File: src/exec_pkg.sv
package exec_pkg;

    localparam int DATA_W    = 16;
    localparam int PNUM_W    = 6;
    localparam int NUM_PREGS = 64;

    typedef enum logic [2:0] {
        OP_ADD  = 3'd0,
        OP_SUB  = 3'd1,
        OP_AND  = 3'd2,
        OP_OR   = 3'd3,
        OP_XOR  = 3'd4,
        OP_PASS = 3'd5   // Source 1 straight through.
    } alu_op_e;

    // Flag log codes. 2'b00 means never written since reset.
    localparam logic [1:0] FLAG_ZERO = 2'b11;
    localparam logic [1:0] FLAG_NEG  = 2'b01;
    localparam logic [1:0] FLAG_POS  = 2'b10;

    typedef struct packed {
        alu_op_e           op;
        logic [PNUM_W-1:0] src1;
        logic [PNUM_W-1:0] src2;
        logic [PNUM_W-1:0] dst;
        logic              wr_en;
        logic [1:0]        brn;
    } uop_t;

    typedef struct packed {
        logic [PNUM_W-1:0] dst;
        logic              wr_en;
        logic [DATA_W-1:0] data;
        logic [1:0]        brn_rslt;
    } comp_t;

endpackage

File: src/uop_queue.sv
`timescale 1ns/1ps

module uop_queue #(
    parameter type payload_t = logic,
    parameter int  DEPTH     = 4
) (
    input  logic     clk,
    input  logic     rst_n,
    input  logic     push,
    input  payload_t push_data,
    input  logic     pop,
    output payload_t head,
    output logic     empty,
    output logic     full
);

    localparam int PTR_W = (DEPTH > 1) ? $clog2(DEPTH) : 1;
    localparam int CNT_W = $clog2(DEPTH + 1);

    payload_t         mem [DEPTH];
    logic [PTR_W-1:0] wr_ptr;
    logic [PTR_W-1:0] rd_ptr;
    logic [CNT_W-1:0] count;

    // Wrap at DEPTH, which need not be a power of two.
    function automatic logic [PTR_W-1:0] next_ptr(input logic [PTR_W-1:0] p);
        return (p == PTR_W'(DEPTH - 1)) ? '0 : p + 1'b1;
    endfunction

    always_ff @(posedge clk) begin
        if (push) mem[wr_ptr] <= push_data;
    end

    always_ff @(posedge clk or negedge rst_n) begin
        if (!rst_n) begin
            wr_ptr <= '0;
            rd_ptr <= '0;
            count  <= '0;
        end else begin
            if (push) wr_ptr <= next_ptr(wr_ptr);
            if (pop)  rd_ptr <= next_ptr(rd_ptr);
            case ({push, pop})
                2'b10:   count <= count + 1'b1;
                2'b01:   count <= count - 1'b1;
                default: ;   // Idle or push and pop together.
            endcase
        end
    end

    assign head  = mem[rd_ptr];
    assign empty = (count == '0);
    assign full  = (count == CNT_W'(DEPTH));

    // A push into a full queue means the producer's credit loop is broken.
    a_no_overflow: assert property (@(posedge clk) disable iff (!rst_n) !(push && full))
        else $error("uop_queue: push while full");

    a_no_underflow: assert property (@(posedge clk) disable iff (!rst_n) !(pop && empty))
        else $error("uop_queue: pop while empty");

endmodule

File: src/credit_counter.sv
`timescale 1ns/1ps

module credit_counter #(
    parameter int MAX = 4
) (
    input  logic clk,
    input  logic rst_n,
    input  logic grant,
    input  logic spend,
    output logic avail
);

    // One spare bit so an over-grant is visible.
    localparam int CNT_W = $clog2(MAX + 1) + 1;

    logic [CNT_W-1:0] count;

    always_ff @(posedge clk or negedge rst_n) begin
        if (!rst_n) begin
            count <= '0;   // No credits until the ROB grants.
        end else begin
            case ({grant, spend})
                2'b10:   count <= count + 1'b1;
                2'b01:   count <= count - 1'b1;
                default: ;
            endcase
        end
    end

    assign avail = (count != '0);

    a_count_max: assert property (@(posedge clk) disable iff (!rst_n) count <= CNT_W'(MAX))
        else $error("credit_counter: count above MAX");

    a_spend_zero: assert property (@(posedge clk) disable iff (!rst_n) spend |-> count != '0)
        else $error("credit_counter: spend with no credit");

endmodule

File: src/issue_ctrl.sv
`timescale 1ns/1ps

module issue_ctrl (
    input  logic                        clk,
    input  logic                        rst_n,
    input  logic                        iq_empty,
    input  logic                        cq_full,
    output logic                        iq_pop,
    input  exec_pkg::uop_t              cur_uop,
    output logic [exec_pkg::PNUM_W-1:0] rd_src1,
    output logic [exec_pkg::PNUM_W-1:0] rd_src2,
    output logic [1:0]                  brn,
    input  logic [exec_pkg::DATA_W-1:0] rd1_data,
    input  logic [exec_pkg::DATA_W-1:0] rd2_data,
    input  logic [1:0]                  brn_rslt,
    output exec_pkg::alu_op_e           alu_op,
    output logic [exec_pkg::DATA_W-1:0] alu_a,
    output logic [exec_pkg::DATA_W-1:0] alu_b,
    input  logic [exec_pkg::DATA_W-1:0] alu_y,
    output logic                        wr_valid,
    output logic [exec_pkg::PNUM_W-1:0] wr_pnum,
    output logic [exec_pkg::DATA_W-1:0] wr_data,
    output logic                        cq_push,
    output exec_pkg::comp_t             cq_data
);

    typedef enum logic [1:0] {IDLE, READ, EXEC} state_e;

    state_e                      state;
    exec_pkg::uop_t              uop_q;
    logic [exec_pkg::DATA_W-1:0] a_q;
    logic [exec_pkg::DATA_W-1:0] b_q;
    logic [1:0]                  brn_q;

    // Only pop when the completion has somewhere to go.
    assign iq_pop = (state == IDLE) && !iq_empty && !cq_full;

    always_ff @(posedge clk or negedge rst_n) begin
        if (!rst_n) begin
            state <= IDLE;
        end else begin
            case (state)
                IDLE:    if (iq_pop) state <= READ;
                READ:    state <= EXEC;
                EXEC:    state <= IDLE;
                default: state <= IDLE;
            endcase
        end
    end

    always_ff @(posedge clk) begin
        if (iq_pop) uop_q <= cur_uop;
        if (state == READ) begin
            a_q   <= rd1_data;
            b_q   <= rd2_data;
            brn_q <= brn_rslt;
        end
    end

    assign rd_src1 = uop_q.src1;   // PRF read is combinational.
    assign rd_src2 = uop_q.src2;
    assign brn     = uop_q.brn;

    assign alu_op = uop_q.op;
    assign alu_a  = a_q;
    assign alu_b  = b_q;

    assign wr_valid = (state == EXEC) && uop_q.wr_en;
    assign wr_pnum  = uop_q.dst;
    assign wr_data  = alu_y;

    assign cq_push          = (state == EXEC);
    assign cq_data.dst      = uop_q.dst;
    assign cq_data.wr_en    = uop_q.wr_en;
    assign cq_data.data     = alu_y;
    assign cq_data.brn_rslt = brn_q;

    // The pop reserved a slot in the completion queue.
    a_push_room: assert property (@(posedge clk) disable iff (!rst_n) cq_push |-> !cq_full)
        else $error("issue_ctrl: completion push into a full queue");

endmodule

File: src/prf.sv
`timescale 1ns/1ps

module prf (
    input  logic                        clk,
    input  logic                        rst_n,
    input  logic [exec_pkg::PNUM_W-1:0] rd1_pnum,
    input  logic [exec_pkg::PNUM_W-1:0] rd2_pnum,
    input  logic [1:0]                  brn,
    output logic [exec_pkg::DATA_W-1:0] rd1_data,
    output logic [exec_pkg::DATA_W-1:0] rd2_data,
    output logic [1:0]                  brn_rslt,
    input  logic                        wr0_valid,
    input  logic [exec_pkg::PNUM_W-1:0] wr0_pnum,
    input  logic [exec_pkg::DATA_W-1:0] wr0_data,
    input  logic                        wr1_valid,
    input  logic [exec_pkg::PNUM_W-1:0] wr1_pnum,
    input  logic [exec_pkg::DATA_W-1:0] wr1_data
);

    logic [exec_pkg::DATA_W-1:0] regs  [exec_pkg::NUM_PREGS];
    logic [1:0]                  flags [exec_pkg::NUM_PREGS];
    logic                        wr1_blocked;

    function automatic logic [1:0] flag_of(input logic [exec_pkg::DATA_W-1:0] d);
        if (d == '0)
            return exec_pkg::FLAG_ZERO;
        else if (d[exec_pkg::DATA_W-1])
            return exec_pkg::FLAG_NEG;
        else
            return exec_pkg::FLAG_POS;
    endfunction

    assign rd1_data = regs[rd1_pnum];
    assign rd2_data = regs[rd2_pnum];

    // Branch result always comes from source 1.
    assign brn_rslt = (brn != 2'b00) ? flags[rd1_pnum] : 2'b00;

    // ALU port wins a same-entry collision.
    assign wr1_blocked = wr0_valid && (wr1_pnum == wr0_pnum);

    always_ff @(posedge clk or negedge rst_n) begin
        if (!rst_n) begin
            for (int i = 0; i < exec_pkg::NUM_PREGS; i++) begin
                regs[i]  <= '0;
                flags[i] <= 2'b00;
            end
        end else begin
            if (wr0_valid) begin
                regs[wr0_pnum]  <= wr0_data;
                flags[wr0_pnum] <= flag_of(wr0_data);
            end
            if (wr1_valid && !wr1_blocked) begin
                regs[wr1_pnum]  <= wr1_data;
                flags[wr1_pnum] <= flag_of(wr1_data);
            end
        end
    end

endmodule

File: src/alu.sv
`timescale 1ns/1ps

module alu (
    input  exec_pkg::alu_op_e           op,
    input  logic [exec_pkg::DATA_W-1:0] a,
    input  logic [exec_pkg::DATA_W-1:0] b,
    output logic [exec_pkg::DATA_W-1:0] y
);

    // Add and subtract wrap at the data width.
    always_comb begin
        case (op)
            exec_pkg::OP_ADD:  y = a + b;
            exec_pkg::OP_SUB:  y = a - b;
            exec_pkg::OP_AND:  y = a & b;
            exec_pkg::OP_OR:   y = a | b;
            exec_pkg::OP_XOR:  y = a ^ b;
            exec_pkg::OP_PASS: y = a;
            default:           y = '0;   // Unused encodings.
        endcase
    end

endmodule

File: src/exec_top.sv
`timescale 1ns/1ps

module exec_top #(
    parameter int IQ_DEPTH = 4,
    parameter int CQ_DEPTH = 4
) (
    input  logic                        clk,
    input  logic                        rst_n,
    input  logic                        uop_valid,
    input  logic [2:0]                  uop_op,
    input  logic [exec_pkg::PNUM_W-1:0] uop_src1,
    input  logic [exec_pkg::PNUM_W-1:0] uop_src2,
    input  logic [exec_pkg::PNUM_W-1:0] uop_dst,
    input  logic                        uop_wr_en,
    input  logic [1:0]                  uop_brn,
    output logic                        uop_credit,
    input  logic                        comp_credit,
    output logic                        comp_valid,
    output logic [exec_pkg::PNUM_W-1:0] comp_dst,
    output logic                        comp_wr_en,
    output logic [exec_pkg::DATA_W-1:0] comp_data,
    output logic [1:0]                  comp_brn_rslt,
    input  logic                        ld_wr_valid,
    input  logic [exec_pkg::PNUM_W-1:0] ld_wr_pnum,
    input  logic [exec_pkg::DATA_W-1:0] ld_wr_data
);

    exec_pkg::uop_t              uop_in;
    exec_pkg::uop_t              iq_head;
    logic                        iq_empty;
    logic                        iq_pop;
    exec_pkg::comp_t             cq_data;
    exec_pkg::comp_t             cq_head;
    logic                        cq_push;
    logic                        cq_empty;
    logic                        cq_full;
    logic                        cred_avail;
    logic                        comp_pop;
    logic [exec_pkg::PNUM_W-1:0] rd_src1;
    logic [exec_pkg::PNUM_W-1:0] rd_src2;
    logic [1:0]                  brn;
    logic [exec_pkg::DATA_W-1:0] rd1_data;
    logic [exec_pkg::DATA_W-1:0] rd2_data;
    logic [1:0]                  brn_rslt;
    exec_pkg::alu_op_e           alu_op;
    logic [exec_pkg::DATA_W-1:0] alu_a;
    logic [exec_pkg::DATA_W-1:0] alu_b;
    logic [exec_pkg::DATA_W-1:0] alu_y;
    logic                        wr_valid;
    logic [exec_pkg::PNUM_W-1:0] wr_pnum;
    logic [exec_pkg::DATA_W-1:0] wr_data;

    assign uop_in.op    = exec_pkg::alu_op_e'(uop_op);
    assign uop_in.src1  = uop_src1;
    assign uop_in.src2  = uop_src2;
    assign uop_in.dst   = uop_dst;
    assign uop_in.wr_en = uop_wr_en;
    assign uop_in.brn   = uop_brn;

    assign uop_credit = iq_pop;   // One credit back per pop.

    // Head leaves only with a ROB credit in hand.
    assign comp_pop      = !cq_empty && cred_avail;
    assign comp_valid    = comp_pop;
    assign comp_dst      = cq_head.dst;
    assign comp_wr_en    = cq_head.wr_en;
    assign comp_data     = cq_head.data;
    assign comp_brn_rslt = cq_head.brn_rslt;

    uop_queue #(
        .payload_t (exec_pkg::uop_t),
        .DEPTH     (IQ_DEPTH)
    ) issue_q (
        .clk       (clk),
        .rst_n     (rst_n),
        .push      (uop_valid),
        .push_data (uop_in),
        .pop       (iq_pop),
        .head      (iq_head),
        .empty     (iq_empty),
        .full      ()   // Dispatcher credits keep it from filling.
    );

    uop_queue #(
        .payload_t (exec_pkg::comp_t),
        .DEPTH     (CQ_DEPTH)
    ) comp_q (
        .clk       (clk),
        .rst_n     (rst_n),
        .push      (cq_push),
        .push_data (cq_data),
        .pop       (comp_pop),
        .head      (cq_head),
        .empty     (cq_empty),
        .full      (cq_full)
    );

    credit_counter #(
        .MAX (CQ_DEPTH)
    ) u_rob_credit (
        .clk   (clk),
        .rst_n (rst_n),
        .grant (comp_credit),
        .spend (comp_pop),
        .avail (cred_avail)
    );

    issue_ctrl u_ctrl (
        .clk      (clk),
        .rst_n    (rst_n),
        .iq_empty (iq_empty),
        .cq_full  (cq_full),
        .iq_pop   (iq_pop),
        .cur_uop  (iq_head),
        .rd_src1  (rd_src1),
        .rd_src2  (rd_src2),
        .brn      (brn),
        .rd1_data (rd1_data),
        .rd2_data (rd2_data),
        .brn_rslt (brn_rslt),
        .alu_op   (alu_op),
        .alu_a    (alu_a),
        .alu_b    (alu_b),
        .alu_y    (alu_y),
        .wr_valid (wr_valid),
        .wr_pnum  (wr_pnum),
        .wr_data  (wr_data),
        .cq_push  (cq_push),
        .cq_data  (cq_data)
    );

    prf u_prf (
        .clk       (clk),
        .rst_n     (rst_n),
        .rd1_pnum  (rd_src1),
        .rd2_pnum  (rd_src2),
        .brn       (brn),
        .rd1_data  (rd1_data),
        .rd2_data  (rd2_data),
        .brn_rslt  (brn_rslt),
        .wr0_valid (wr_valid),
        .wr0_pnum  (wr_pnum),
        .wr0_data  (wr_data),
        .wr1_valid (ld_wr_valid),
        .wr1_pnum  (ld_wr_pnum),
        .wr1_data  (ld_wr_data)
    );

    alu u_alu (
        .op (alu_op),
        .a  (alu_a),
        .b  (alu_b),
        .y  (alu_y)
    );

endmodule

File: config.mk
export PLATFORM = sky130hd
export DESIGN_NAME = exec_top
export DESIGN_NICKNAME = d
export VERILOG_FILES = /design/src/exec_pkg.sv /design/src/uop_queue.sv /design/src/credit_counter.sv /design/src/issue_ctrl.sv /design/src/prf.sv /design/src/alu.sv /design/src/exec_top.sv
export SDC_FILE = /design/constraint.sdc
export NUM_CORES = 2
export LEC_CHECK = 0
export ABC_AREA = 0
export ABC_CLOCK_PERIOD_IN_PS = 4200
export BUFFER_PORTS_ARGS = -buffer_cell sky130_fd_sc_hd__buf_2
export CORE_ASPECT_RATIO = 1.4
export CORE_MARGIN = 4
export CORE_UTILIZATION = 35
export CTS_BUF_LIST = sky130_fd_sc_hd__clkbuf_8
export DETAILED_ROUTE_END_ITERATION = 6
export PLACE_DENSITY = 0.48
export SLEW_MARGIN = 20
export SYNTH_ARGS = -nofsm -noshare
export SYNTH_HDL_FRONTEND = slang
export SYNTH_HIERARCHICAL = 1
export SYNTH_SLANG_ARGS = --single-unit
File: constraint.sdc
create_clock -name clk -period 4.2 [get_ports clk]
set_input_delay 0.21 -clock clk [delete_from_list [all_inputs] [get_ports clk]]
set_output_delay 0.21 -clock clk [all_outputs]
set_load 0.005 [all_outputs]
==> qor.csv <==
metric,value,unit
final_cell_mix,"1196 x mux2i_1, 1171 x dfrtp_1, 878 x nor2_1",
rr_worst_depth,21,
drt_wl_total,351.6,mm
antenna_found_initial,31,
fin_ws,-0.1260,ns
grt_max_degree,153,
track_usage,0.2746,
cp_max_fo,8,
crit_path_start_kind,flop,
drv_slew,0,
final_design_area_no_fill,96260,um2
fmax,0.2312,GHz
min_period,4.326,ns
die_w,422.6,um
clock-sinks,1426,
hold_viol,0,
place.gp.congestion,1.004,
cp.arrival,5.17,ns
core_area,238700,um2
post_drt_wl_per_cell,32.51,um
crit_start,u_ctrl/alu_b[5],
post_route_cells_drive_above_1_share,0.2263,
cp_data_required_time,5.04,ns
rsz0062_at_grt,true,
nFillCells,23000,
routed_via_density,5.947,
seq_area,36960,um2
mostFrequentLayoutCell,mux2i_1,
worst_slew_pin_slew,1.232,ns
r2r_setup_slack,-0.13,ns
firstDrtPassIters,6,
clock_path_buffers,4,
power_leakage,40.04,nW
hold_ws,0.04182,ns
grt.overflow.total,0,
setup.worst_path.end,u_prf/flags[64],
max_slew_margin,0.1785,
drt_iter0_markers,6728,
min_path_type,in -> reg,
endpoint_kind,flop,
violations,setup timing,
outcome,finished with violations,
nets,7622,
ios,78,
cts_max_level,4,
cts_tree,built,
drc_errors,0,
r2r_end,u_prf/flags[64],
vias,64320,
portBuffers,77,
rows,212,
fin_crit_sh,1.030,
syn_area_per_cell,11.32,um2
fin_skew,0.07945,ns
area_growth,14.30,%
die_y,588.4,um
die_area,248600,um2
ir_drop,0.001328,V
yosys_warnings,6,
cap_violations,0,
ant_nets,0,
place_area,89780,um2
setup_violations,64,
netlist_area,84210,um2
r2r-start,u_ctrl/alu_b[5],
cts-root-buf,clkbuf_8,
worstSetupPathType,reg -> reg,
power.density,925.6,nW/um2
synth_nets,7556,
clk_latency,1.06,ns
first_global_vias,63020,
start_util,0.3528,
clk_pin_slew,0.06,ns
total_power,0.08910,W
synthCells,7439,
multi_input_area,44400,um2
grt_pass1_wl,495.0,mm
cts_made_buffers,241,
dp_hpwl,230.8,mm
-- per-layer routing --
metal | share of wire | vias to the layer above | track usage
met5 | 0.00034 | - | 0
met4 | 0.084 | 16 | 0.1929
met3 | 0.069 | 841 | 0.05810
met2 | 0.47 | 2715 | 0.4428
met1 | 0.38 | 33120 | 0.3279
li1 | - | 27640 | -
-- how the worst min path moves through the flow --
stage / cells after the start / startpoint / endpoint / slack (ns)
3_3_place_gp: 1 / rst_n / issue_q/rd_ptr[0] / 0.19
4_1_cts: 4 / ld_wr_pnum[0] / u_prf/regs[411] / 0.005
3_5_place_dp: 1 / rst_n / u_prf/regs[332] / 0.24
2_1_floorplan: 0 / rst_n / comp_q/count[0] / -0.09
5_1_grt: 4 / ld_wr_pnum[0] / u_prf/regs[536] / 0.04
6_report: 4 / ld_wr_pnum[0] / u_prf/regs[411] / 0.04
-- metrics by stage --
step / std cells / setup slack (ns) / TNS [ns] / utilization
floorplan: 7439 / 0.03914 / 0 / -
global placement: 10270 / -0.2358 / -12.42 / 0.3760
detailed placement: 10270 / -0.2310 / -12.72 / 0.3761
CTS: 10780 / -0.02139 / -0.1728 / 0.4002
global route: 10810 / -0.3634 / -33.52 / 0.4031
finish: 10820 / -0.1260 / -4.824 / 0.4032
-- registers in the layout, indices dropped and copies added (netlist names), 6 cells and up --
signal	flops
u_ctrl/wr_pnum	6
u_ctrl/rd_src2	6
comp_q/mem	100
issue_q/mem	96
u_ctrl/alu_a	16
u_ctrl/alu_b	16
u_prf/flags	128
u_ctrl/rd_src1	6
u_prf/regs	1024
-- final cells by class --
class / instances / area share
multi-input combinational: 5108 / 0.4613
sequential: 1426 / 0.3839
timing repair buffer: 677 / 0.06264
clock buffer: 294 / 0.04204
tap: 3103 / 0.04033
clock inverter: 136 / 0.007266
inverter: 51 / 0.001989
antenna: 21 / 0.0005459
-- critical path, cell delays in order (launching register included) --
cell	delay (ns)
edfxtp_1	0.39
or4_4	0.59
nor4_4	0.27
buf_4	0.17
nand2_4	0.08
o21ai_1	0.16
xnor2_1	0.15
ha_1	0.28
buf_4	0.16
nand3_1	0.10
nor2_1	0.07
a221oi_2	0.26
o31ai_2	0.13
xnor2_1	0.15
buf_4	0.14
o21ai_4	0.08
a41oi_4	0.22
buf_12	0.25
buf_16	0.23
nand2_1	0.07
o211ai_1	0.10
o21ai_0	0.12
-- repair_timing --
action	CTS	global route
pin swaps	15	37
buffers inserted	4	7
gates cloned	2	5
setup endpoints to repair	90	303
hold buffers	76	0
gates resized for setup	39	107
endpoints found under the hold margin	1750	0
-- report_power, final --
group	switching (W)	leakage [nW]	internal, W
Sequential	0.00491	14.4	0.0206
Clock	0.00623	2.78	0.00658
Combinational	0.0306	22.9	0.0202
Power figures use the tool's default switching activity.
